<file path="src/rtl/serv_config.svh">
`ifndef SERV_CONFIG_SVH
`define SERV_CONFIG_SVH

// Address of the first fetch after reset
`define SERV_RESET_PC 32'h0000_0000

// Register file depth, x0 included
`define SERV_REG_COUNT 32

`endif

</file>
<file path="src/rtl/core_pkg.sv">
`default_nettype none

package core_pkg;

   typedef logic [31:0] word_t;
   typedef logic [4:0]  reg_addr_t;
   typedef logic [4:0]  bit_cnt_t;

   typedef enum logic [2:0] {
      ALU_ADD,
      ALU_SUB,
      ALU_XOR,
      ALU_OR,
      ALU_AND
   } alu_op_e;

   typedef enum logic [2:0] {
      PH_FETCH,
      PH_DECODE,
      PH_EXEC,
      PH_MEM,
      PH_WBACK
   } phase_e;

   // Decode results, valid from DECODE until the next fetch ack
   typedef struct packed {
      reg_addr_t rd_addr;
      reg_addr_t rs1_addr;
      reg_addr_t rs2_addr;
      alu_op_e   alu_op;
      logic      op_b_imm;
      logic      rd_wen;
      logic      is_load;
      logic      is_store;
   } ctrl_t;

endpackage

`default_nettype wire

</file>
<file path="src/rtl/bus_pkg.sv">
`default_nettype none

package bus_pkg;

   import core_pkg::*;

   typedef struct packed {
      logic  cyc;
      logic  we;
      word_t adr;
      word_t dat;
   } mem_req_t;

   typedef struct packed {
      logic  ack;
      word_t rdt;
   } mem_rsp_t;

endpackage

`default_nettype wire

</file>
<file path="src/rtl/bit_sequencer.sv">
`timescale 1ns/100ps
`default_nettype none

`include "serv_config.svh"

module bit_sequencer
   import core_pkg::*, bus_pkg::*;
(
   input  wire           clk,
   input  wire           i_reset,
   input  wire ctrl_t    i_ctrl,
   input  wire mem_rsp_t i_ibus_rsp,
   input  wire           i_dbus_ack,
   output mem_req_t      o_ibus_req,
   output phase_e        o_phase,
   output logic          o_shift,
   output logic          o_last
);

   phase_e   phase_q;
   phase_e   phase_next;
   bit_cnt_t cnt_q;
   word_t    pc_q;
   logic     ibus_cyc_q;
   logic     mem_op;
   logic     instr_done;

   assign mem_op  = i_ctrl.is_load | i_ctrl.is_store;
   assign o_phase = phase_q;
   assign o_shift = (phase_q == PH_EXEC) | (phase_q == PH_WBACK);
   assign o_last  = o_shift & (cnt_q == 5'd31);

   always_comb begin
      phase_next = phase_q;
      instr_done = 1'b0;
      case (phase_q)
         PH_FETCH: begin
            if (i_ibus_rsp.ack) begin
               phase_next = PH_DECODE;
            end
         end
         PH_DECODE: begin
            phase_next = PH_EXEC;
         end
         PH_EXEC: begin
            if (o_last) begin
               phase_next = mem_op ? PH_MEM : PH_FETCH;
               instr_done = !mem_op;
            end
         end
         PH_MEM: begin
            if (i_dbus_ack) begin
               phase_next = i_ctrl.is_load ? PH_WBACK : PH_FETCH;
               instr_done = !i_ctrl.is_load;
            end
         end
         PH_WBACK: begin
            if (o_last) begin
               phase_next = PH_FETCH;
               instr_done = 1'b1;
            end
         end
         default: begin
            phase_next = PH_FETCH;
         end
      endcase
   end

   always_ff @(posedge clk) begin
      if (i_reset) begin
         phase_q    <= PH_FETCH;
         cnt_q      <= '0;
         pc_q       <= `SERV_RESET_PC;
         ibus_cyc_q <= 1'b0;
      end else begin
         phase_q <= phase_next;
         // Request stays up for the whole fetch, drops after the ack
         ibus_cyc_q <= (phase_next == PH_FETCH);
         if (o_shift) begin
            cnt_q <= cnt_q + 5'd1;
         end
         if (instr_done) begin
            pc_q <= pc_q + 32'd4;
         end
      end
   end

   always_comb begin
      o_ibus_req.cyc = ibus_cyc_q;
      o_ibus_req.we  = 1'b0;
      o_ibus_req.adr = pc_q;
      o_ibus_req.dat = '0;
   end

endmodule

`default_nettype wire

</file>
<file path="src/rtl/bus_arbiter.sv">
`timescale 1ns/100ps
`default_nettype none

module bus_arbiter
   import bus_pkg::*;
(
   input  wire           clk,
   input  wire           i_reset,
   input  wire mem_req_t i_ibus_req,
   output mem_rsp_t      o_ibus_rsp,
   input  wire mem_req_t i_dbus_req,
   output mem_rsp_t      o_dbus_rsp,
   output mem_req_t      o_mem_req,
   input  wire mem_rsp_t i_mem_rsp
);

   typedef enum logic [1:0] {
      GNT_NONE,
      GNT_IBUS,
      GNT_DBUS
   } grant_e;

   grant_e grant_q;

   always_ff @(posedge clk) begin
      if (i_reset) begin
         grant_q <= GNT_NONE;
      end else if (grant_q == GNT_NONE) begin
         // Data side wins when both wait
         if (i_dbus_req.cyc) begin
            grant_q <= GNT_DBUS;
         end else if (i_ibus_req.cyc) begin
            grant_q <= GNT_IBUS;
         end
      end else if (i_mem_rsp.ack) begin
         grant_q <= GNT_NONE;
      end
   end

   always_comb begin
      o_mem_req  = '0;
      o_ibus_rsp = '0;
      o_dbus_rsp = '0;
      case (grant_q)
         GNT_IBUS: begin
            o_mem_req  = i_ibus_req;
            o_ibus_rsp = i_mem_rsp;
         end
         GNT_DBUS: begin
            o_mem_req  = i_dbus_req;
            o_dbus_rsp = i_mem_rsp;
         end
         default: begin
            o_mem_req = '0;
         end
      endcase
   end

endmodule

`default_nettype wire

</file>
<file path="src/rtl/instr_decode.sv">
`timescale 1ns/100ps
`default_nettype none

module instr_decode
   import core_pkg::*, bus_pkg::*;
(
   input  wire           clk,
   input  wire mem_rsp_t i_ibus_rsp,
   input  wire phase_e   i_phase,
   input  wire           i_shift,
   output ctrl_t         o_ctrl,
   output logic          o_imm_bit
);

   localparam logic [6:0] OPC_OP_IMM = 7'b0010011;
   localparam logic [6:0] OPC_OP     = 7'b0110011;
   localparam logic [6:0] OPC_LOAD   = 7'b0000011;
   localparam logic [6:0] OPC_STORE  = 7'b0100011;
   localparam logic [2:0] F3_ADD     = 3'b000;
   localparam logic [2:0] F3_WORD    = 3'b010;
   localparam logic [2:0] F3_XOR     = 3'b100;
   localparam logic [2:0] F3_OR      = 3'b110;
   localparam logic [2:0] F3_AND     = 3'b111;
   localparam logic [6:0] F7_BASE    = 7'b0000000;
   localparam logic [6:0] F7_SUB     = 7'b0100000;

   word_t      instr_q;
   word_t      imm_q;
   logic [6:0] opcode;
   logic [2:0] funct3;
   logic [6:0] funct7;

   assign opcode    = instr_q[6:0];
   assign funct3    = instr_q[14:12];
   assign funct7    = instr_q[31:25];
   assign o_imm_bit = imm_q[0];

   always_ff @(posedge clk) begin
      if (i_ibus_rsp.ack) begin
         instr_q <= i_ibus_rsp.rdt;
      end
      if (i_phase == PH_DECODE) begin
         if (opcode == OPC_STORE) begin
            imm_q <= {{20{instr_q[31]}}, instr_q[31:25], instr_q[11:7]};
         end else begin
            imm_q <= {{20{instr_q[31]}}, instr_q[31:20]};
         end
      end else if (i_shift && (i_phase == PH_EXEC)) begin
         // Sign bit refills from the top
         imm_q <= {imm_q[31], imm_q[31:1]};
      end
   end

   always_comb begin
      o_ctrl.rd_addr  = instr_q[11:7];
      o_ctrl.rs1_addr = instr_q[19:15];
      o_ctrl.rs2_addr = instr_q[24:20];
      o_ctrl.alu_op   = ALU_ADD;
      o_ctrl.op_b_imm = 1'b0;
      o_ctrl.rd_wen   = 1'b0;
      o_ctrl.is_load  = 1'b0;
      o_ctrl.is_store = 1'b0;
      case (opcode)
         OPC_OP_IMM: begin
            o_ctrl.op_b_imm = 1'b1;
            o_ctrl.rd_wen   = 1'b1;
            case (funct3)
               F3_ADD:  o_ctrl.alu_op = ALU_ADD;
               F3_XOR:  o_ctrl.alu_op = ALU_XOR;
               F3_OR:   o_ctrl.alu_op = ALU_OR;
               F3_AND:  o_ctrl.alu_op = ALU_AND;
               default: o_ctrl.rd_wen = 1'b0;
            endcase
         end
         OPC_OP: begin
            o_ctrl.rd_wen = (funct7 == F7_BASE) ||
                            ((funct7 == F7_SUB) && (funct3 == F3_ADD));
            case (funct3)
               F3_ADD:  o_ctrl.alu_op = (funct7 == F7_SUB) ? ALU_SUB : ALU_ADD;
               F3_XOR:  o_ctrl.alu_op = ALU_XOR;
               F3_OR:   o_ctrl.alu_op = ALU_OR;
               F3_AND:  o_ctrl.alu_op = ALU_AND;
               default: o_ctrl.rd_wen = 1'b0;
            endcase
         end
         OPC_LOAD: begin
            // Word access only, address is rs1 + imm
            o_ctrl.op_b_imm = 1'b1;
            o_ctrl.rd_wen   = (funct3 == F3_WORD);
            o_ctrl.is_load  = (funct3 == F3_WORD);
         end
         OPC_STORE: begin
            o_ctrl.op_b_imm = 1'b1;
            o_ctrl.is_store = (funct3 == F3_WORD);
         end
         default: begin
            o_ctrl.rd_wen = 1'b0;
         end
      endcase
   end

endmodule

`default_nettype wire

</file>
<file path="src/rtl/mem_buffer.sv">
`timescale 1ns/100ps
`default_nettype none

module mem_buffer
   import core_pkg::*, bus_pkg::*;
(
   input  wire           clk,
   input  wire phase_e   i_phase,
   input  wire           i_shift,
   input  wire ctrl_t    i_ctrl,
   input  wire           i_result_bit,
   input  wire           i_rs2_bit,
   input  wire mem_rsp_t i_dbus_rsp,
   output mem_req_t      o_dbus_req,
   output logic          o_rd_bit
);

   word_t adr_q;
   word_t dat_q;
   word_t ld_q;
   logic  mem_op;

   assign mem_op   = i_ctrl.is_load | i_ctrl.is_store;
   assign o_rd_bit = (i_phase == PH_WBACK) ? ld_q[0] : i_result_bit;

   always_ff @(posedge clk) begin
      if ((i_phase == PH_EXEC) && i_shift && mem_op) begin
         adr_q <= {i_result_bit, adr_q[31:1]};
         dat_q <= {i_rs2_bit, dat_q[31:1]};
      end
      if (i_dbus_rsp.ack && i_ctrl.is_load) begin
         ld_q <= i_dbus_rsp.rdt;
      end else if ((i_phase == PH_WBACK) && i_shift) begin
         ld_q <= {1'b0, ld_q[31:1]};
      end
   end

   // Request held for the whole MEM phase
   always_comb begin
      o_dbus_req.cyc = (i_phase == PH_MEM);
      o_dbus_req.we  = i_ctrl.is_store;
      o_dbus_req.adr = {adr_q[31:2], 2'b00};
      o_dbus_req.dat = dat_q;
   end

endmodule

`default_nettype wire

</file>
<file path="src/rtl/serial_alu.sv">
`timescale 1ns/100ps
`default_nettype none

module serial_alu
   import core_pkg::*;
(
   input  wire          clk,
   input  wire          i_shift,
   input  wire          i_last,
   input  wire alu_op_e i_alu_op,
   input  wire          i_op_b_imm,
   input  wire          i_rs1_bit,
   input  wire          i_rs2_bit,
   input  wire          i_imm_bit,
   output logic         o_result_bit
);

   logic op_b;
   logic sub;
   logic b_eff;
   logic cin;
   logic cout;
   logic sum;
   logic carry_q;

   assign op_b  = i_op_b_imm ? i_imm_bit : i_rs2_bit;
   assign sub   = (i_alu_op == ALU_SUB);
   assign b_eff = op_b ^ sub;
   // Carry kept inverted for SUB, so a cleared flop means carry-in of one
   assign cin   = carry_q ^ sub;
   assign sum   = i_rs1_bit ^ b_eff ^ cin;
   assign cout  = (i_rs1_bit & b_eff) | (i_rs1_bit & cin) | (b_eff & cin);

   always_comb begin
      case (i_alu_op)
         ALU_XOR: o_result_bit = i_rs1_bit ^ op_b;
         ALU_OR:  o_result_bit = i_rs1_bit | op_b;
         ALU_AND: o_result_bit = i_rs1_bit & op_b;
         default: o_result_bit = sum;
      endcase
   end

   // Idle cycles before each pass also clear it
   always_ff @(posedge clk) begin
      if (!i_shift || i_last) begin
         carry_q <= 1'b0;
      end else begin
         carry_q <= cout ^ sub;
      end
   end

endmodule

`default_nettype wire

</file>
<file path="src/rtl/serial_regfile.sv">
`timescale 1ns/100ps
`default_nettype none

`include "serv_config.svh"

module serial_regfile
   import core_pkg::*;
(
   input  wire         clk,
   input  wire phase_e i_phase,
   input  wire         i_shift,
   input  wire         i_last,
   input  wire ctrl_t  i_ctrl,
   input  wire         i_rd_bit,
   output logic        o_rs1_bit,
   output logic        o_rs2_bit
);

   word_t regs [`SERV_REG_COUNT];
   word_t rs1_q;
   word_t rs2_q;
   word_t wr_q;
   word_t wr_word;
   logic  wr_phase;
   logic  wr_en;

   // ALU ops write back in EXEC, loads in WBACK
   assign wr_phase = ((i_phase == PH_EXEC) && !i_ctrl.is_load && !i_ctrl.is_store) ||
                     ((i_phase == PH_WBACK) && i_ctrl.is_load);
   assign wr_en    = wr_phase & i_last & i_ctrl.rd_wen & (i_ctrl.rd_addr != 5'd0);
   assign wr_word  = {i_rd_bit, wr_q[31:1]};

   assign o_rs1_bit = rs1_q[0];
   assign o_rs2_bit = rs2_q[0];

   always_ff @(posedge clk) begin
      if (i_phase == PH_DECODE) begin
         // x0 is never written, force zero on read
         rs1_q <= (i_ctrl.rs1_addr == 5'd0) ? '0 : regs[i_ctrl.rs1_addr];
         rs2_q <= (i_ctrl.rs2_addr == 5'd0) ? '0 : regs[i_ctrl.rs2_addr];
      end else if (i_shift) begin
         rs1_q <= {1'b0, rs1_q[31:1]};
         rs2_q <= {1'b0, rs2_q[31:1]};
      end
      if (i_shift) begin
         wr_q <= wr_word;
      end
      if (wr_en) begin
         regs[i_ctrl.rd_addr] <= wr_word;
      end
   end

endmodule

`default_nettype wire

</file>
<file path="src/rtl/serv_core_top.sv">
`timescale 1ns/100ps
`default_nettype none

module serv_core_top
   import core_pkg::*, bus_pkg::*;
(
   input  wire           clk,
   input  wire           i_reset,
   output mem_req_t      o_mem_req,
   input  wire mem_rsp_t i_mem_rsp
);

   mem_req_t ibus_req;
   mem_rsp_t ibus_rsp;
   mem_req_t dbus_req;
   mem_rsp_t dbus_rsp;
   ctrl_t    ctrl;
   phase_e   phase;
   logic     shift;
   logic     last;
   logic     imm_bit;
   logic     rs1_bit;
   logic     rs2_bit;
   logic     result_bit;
   logic     rd_bit;

   bit_sequencer bit_sequencer_i (
      .clk        (clk),
      .i_reset    (i_reset),
      .i_ctrl     (ctrl),
      .i_ibus_rsp (ibus_rsp),
      .i_dbus_ack (dbus_rsp.ack),
      .o_ibus_req (ibus_req),
      .o_phase    (phase),
      .o_shift    (shift),
      .o_last     (last)
   );

   instr_decode instr_decode_i (
      .clk        (clk),
      .i_ibus_rsp (ibus_rsp),
      .i_phase    (phase),
      .i_shift    (shift),
      .o_ctrl     (ctrl),
      .o_imm_bit  (imm_bit)
   );

   serial_regfile serial_regfile_i (
      .clk       (clk),
      .i_phase   (phase),
      .i_shift   (shift),
      .i_last    (last),
      .i_ctrl    (ctrl),
      .i_rd_bit  (rd_bit),
      .o_rs1_bit (rs1_bit),
      .o_rs2_bit (rs2_bit)
   );

   serial_alu serial_alu_i (
      .clk          (clk),
      .i_shift      (shift),
      .i_last       (last),
      .i_alu_op     (ctrl.alu_op),
      .i_op_b_imm   (ctrl.op_b_imm),
      .i_rs1_bit    (rs1_bit),
      .i_rs2_bit    (rs2_bit),
      .i_imm_bit    (imm_bit),
      .o_result_bit (result_bit)
   );

   mem_buffer mem_buffer_i (
      .clk          (clk),
      .i_phase      (phase),
      .i_shift      (shift),
      .i_ctrl       (ctrl),
      .i_result_bit (result_bit),
      .i_rs2_bit    (rs2_bit),
      .i_dbus_rsp   (dbus_rsp),
      .o_dbus_req   (dbus_req),
      .o_rd_bit     (rd_bit)
   );

   bus_arbiter bus_arbiter_i (
      .clk        (clk),
      .i_reset    (i_reset),
      .i_ibus_req (ibus_req),
      .o_ibus_rsp (ibus_rsp),
      .i_dbus_req (dbus_req),
      .o_dbus_rsp (dbus_rsp),
      .o_mem_req  (o_mem_req),
      .i_mem_rsp  (i_mem_rsp)
   );

endmodule

`default_nettype wire

</file>
<file path="config.mk">
export PLATFORM = sky130hd
export DESIGN_NAME = serv_core_top
export DESIGN_NICKNAME = d
export VERILOG_FILES = /design/src/rtl/core_pkg.sv /design/src/rtl/bus_pkg.sv /design/src/rtl/bit_sequencer.sv /design/src/rtl/bus_arbiter.sv /design/src/rtl/instr_decode.sv /design/src/rtl/mem_buffer.sv /design/src/rtl/serial_alu.sv /design/src/rtl/serial_regfile.sv /design/src/rtl/serv_core_top.sv
export VERILOG_INCLUDE_DIRS = /design/src /design/src/rtl
export SDC_FILE = /design/constraint.sdc
export NUM_CORES = 1
export LEC_CHECK = 0
export ABC_AREA = 1
export BUFFER_PORTS_ARGS = -buffer_cell sky130_fd_sc_hd__buf_2
export CORE_ASPECT_RATIO = 1.5
export CORE_MARGIN = 5
export CORE_UTILIZATION = 25
export CTS_CLUSTER_SIZE = 24
export DETAILED_ROUTE_END_ITERATION = 10
export PLACE_DENSITY = 0.42
export SYNTH_ARGS = -nofsm -noshare
export SYNTH_HDL_FRONTEND = slang
export SYNTH_SLANG_ARGS = --single-unit
</file>
<file path="constraint.sdc">
create_clock -name clk -period 4.85 [get_ports clk]
set_clock_uncertainty 0.2 [all_clocks]
set_input_delay 0 -clock clk [delete_from_list [all_inputs] [get_ports clk]]
set_output_delay 0 -clock clk [all_outputs]
set_load 0.01 [all_outputs]
</file>
==> reports/summary.txt <==
run status - complete, no violations
Max Slew Vio Count - 0
initial detailed-routing violation count - 4656
drt pass-1 iters - 6
Post-synth EDFFs - 1277
Core Box Area - 259000 µm²
H-tree depth - 4
max-cap violations - 0
Crit path depth - 11
Rows - 229
setup ws final - 1010 ps
CP arrival - 4110 ps
final setup fails - 0
crit path cell chain - ha_1, inv_1, nor2_1, ha_1, inv_1, nor2_2, nand2_1, nand2_2, nand3_2, nor2_4, buf_12
largest net degree at the start of global routing - 165
Hold Violations, Final - 0
Synth-to-Final Area Change - 14.7%
global-route wire length before repair - 368000 µm
maximum vdd drop - 0.254 mV
global route overflow - 0
ys flop type - edfxtp_1
Post-Route WL - 258000 µm
Cell Area, Synth - 64900 µm²
Max stage delay on crit path - 790 ps
die area - 270000 µm²
DRT antenna net count - 0
Seq cells post-synth - 1329
Critical Path Slowest Stage Cell - nor2_4
FMAX - 260 MHz
Lkg Pwr - 28.4 nW
DR vias/cell - 4.94
R2R cell count - 11
number of instances resized during post-cts repair - 0
Setup CP Type - flip-flop to flip-flop
Yosys warnings - 0
share of cells above drive strength 1 - 7.46%
Synth Instances - 7149
CP max FO - 19
Worst Min Path Start - i_mem_rsp[21]
layout net count - 7220
vias in the first global route - 52565
# IOs - 101
initial antenna violation count - 3
Initial Util - 25.1%
Finished Cell Area - 74500 µm²
GR Util All Layers - 18.4%
unrepaired setup endpoints after global routing - false
fin crit share - 79.2%
ys async rst share - 0%
setup TNS - 0 ps
Vert. Die Dim - 634 µm
routed len/inst - 24.1 µm
DP Wirelength - 148000 µm
clock root cell - clkbuf_16
DR vias - 53043
Cell variety after synth - 39
Top Family by Delay on Critical Path - simple AND/OR/NAND/NOR gates
Reg2Reg Launch Point - bit_sequencer_i.cnt_q[1]
port buffer count - 98
DRC errors left - 0
Placer Congestion - 0.838
average size of a mapped cell - 9.08 µm²
post-placement cell area - 69400 µm²
worst skew pair latency - 830 ps
CP startpoint - bit_sequencer_i.cnt_q[1]
Least-Margin Pin Slew - 1290 ps
Rel. slew slack - 14.1%
Worst setup EP type - flip-flop
CP startpoint kind - flip-flop
CTS sink cnt - 1329
Hold Path Class - primary input to flip-flop
Worst-path clk slew - 60 ps
crit path time final - 3840 ps
Bufs and invs on worst path - 3
CTS buffer count - 150
die width - 426 µm
CTS tree - done
hold path cells - 4
CP required - 5120 ps
Max clock buf depth - 4
post-synthesis sequential area ratio - 60.7%
pre-CTS setup slack - 1070 ps
Power Density - 366 nW/µm²
-- repair_timing --
action                                  4_1_cts  5_1_grt
endpoints found under the hold margin       115        0
hold buffers                                 69        0
setup buffers                                 0        0
endpoints found under the setup margin        0        0
-- metrics by stage --
step                total power [mW]  hold slack, ps  cells  utilization, %
global placement                16.6            92.2  10420            26.8
CTS                             27.6            40.8  10741            28.8
finish                          27.3            53.8  10742            28.8
global route                    28.3            77.1  10742            28.8
detailed placement              16.6            88.8  10420            26.8
floorplan                       15.2           -35.4   7182               -
-- final cells by class --
class	instances	area, µm²
Tap cell	3465	4340
Inverter	161	672
Clock buffer	181	3920
Antenna cell	1	2.50
Fill cell	27247	185000
Multi-Input combinational cell	5191	22600
Timing Repair Buffer	343	3070
Clock inverter	71	473
Sequential cell	1329	39400
-- path summary, 6_finish.rpt --
kind              slack [ps]                           end
setup reg to reg        1010  serial_regfile_i.regs[2][26]
hold reg to reg          220        mem_buffer_i.dat_q[20]
setup / recovery        1010  serial_regfile_i.regs[2][26]
hold / removal            50         mem_buffer_i.ld_q[21]
-- synthesized netlist by cell type, types with 2 or more instances --
library cell  instances  area share [%]
nand4_1              30            0.29
xor2_1               22            0.30
inv_1               152            0.88
dfxtp_1              52             1.6
nor2_2                5           0.048
nand3_1            1801              14
nor2_4                2           0.035
o21ai_1               8           0.062
o21bai_1              2           0.023
nor2_1              126            0.73
nor3_1               12           0.093
edfxtp_1           1277              59
buf_2               264             2.0
clkbuf_1            123            0.71
inv_4                 2           0.019
nand3_2               5           0.077
a31oi_1               2           0.019
buf_1                18            0.10
nand2_1            3011              17
nand2_2               3           0.029
a21oi_1              41            0.32
o21ai_0              64            0.49
nand3_4               2           0.054
ha_1                  8            0.15
inv_2                 7           0.040
buf_6                40            0.69
xnor2_1               2           0.027
buf_4                56            0.65
or2_2                 2           0.019
-- layout by cell type (no fill, tap or decap), types with 12 or more instances in the layout --
cell type / instances
inv_1: 143
dlygate4sd3_1: 69
dfxtp_1: 42
clkbuf_1: 28
nor2_4: 33
clkinv_1: 38
nand3_1: 1801
xor2_1: 22
o21ai_0: 64
clkbuf_16: 152
nand4_1: 30
nor3_1: 12
buf_12: 45
edfxtp_1: 1277
nor2_1: 95
a21oi_1: 41
nand2_1: 3009
buf_2: 98
clkinv_2: 18
conb_1: 34
buf_4: 131
-- registers in the layout, summed over array words and instances (netlist names), 31 cells and up, named ones only --
name	flops
instr_decode_i.instr_q	32
mem_buffer_i.ld_q	32
serial_regfile_i.rs2_q	32
serial_regfile_i.regs	1024
instr_decode_i.imm_q	32
mem_buffer_i.dat_q	32
serial_regfile_i.wr_q	31
serial_regfile_i.rs1_q	32
-- power breakdown --
group          internal, mW  switching [mW]
Combinational         0.956            2.72
Clock                  6.00            4.86
Sequential             12.6           0.143
Total                  19.6            7.73
-- logic make-up after synthesis --
| group | Yosys count | share of synthesized area (%) |
|---|---|---|
| adders and majority gates | 9 | 0.185 |
| xor gates and xnor gates | 24 | 0.324 |
| AOI/OAI and AO/OA | 122 | 0.971 |
| DFF | 1329 | 60.7 |
| other | 1 | 0.00578 |
| buffers and inverters | 662 | 5.13 |
| and+or+nand+nor | 5002 | 32.7 |
-- layer usage --
metal  vias to the layer above  global-route usage (%)  wire length [µm]
met1                     26201                    20.8             97400
met2                      1986                    34.3            135000
li1                      24295                       -                 -
met4                         0                    8.76             13300
met3                       561                    1.86             12300
met5                         -                       0                 0
-- worst min-delay path: cells and delay by family --
family / cells / cell delay [ps]
compound gates: 1 / 160
buf+inv: 3 / 730
(Power assumes the default switching activity.)
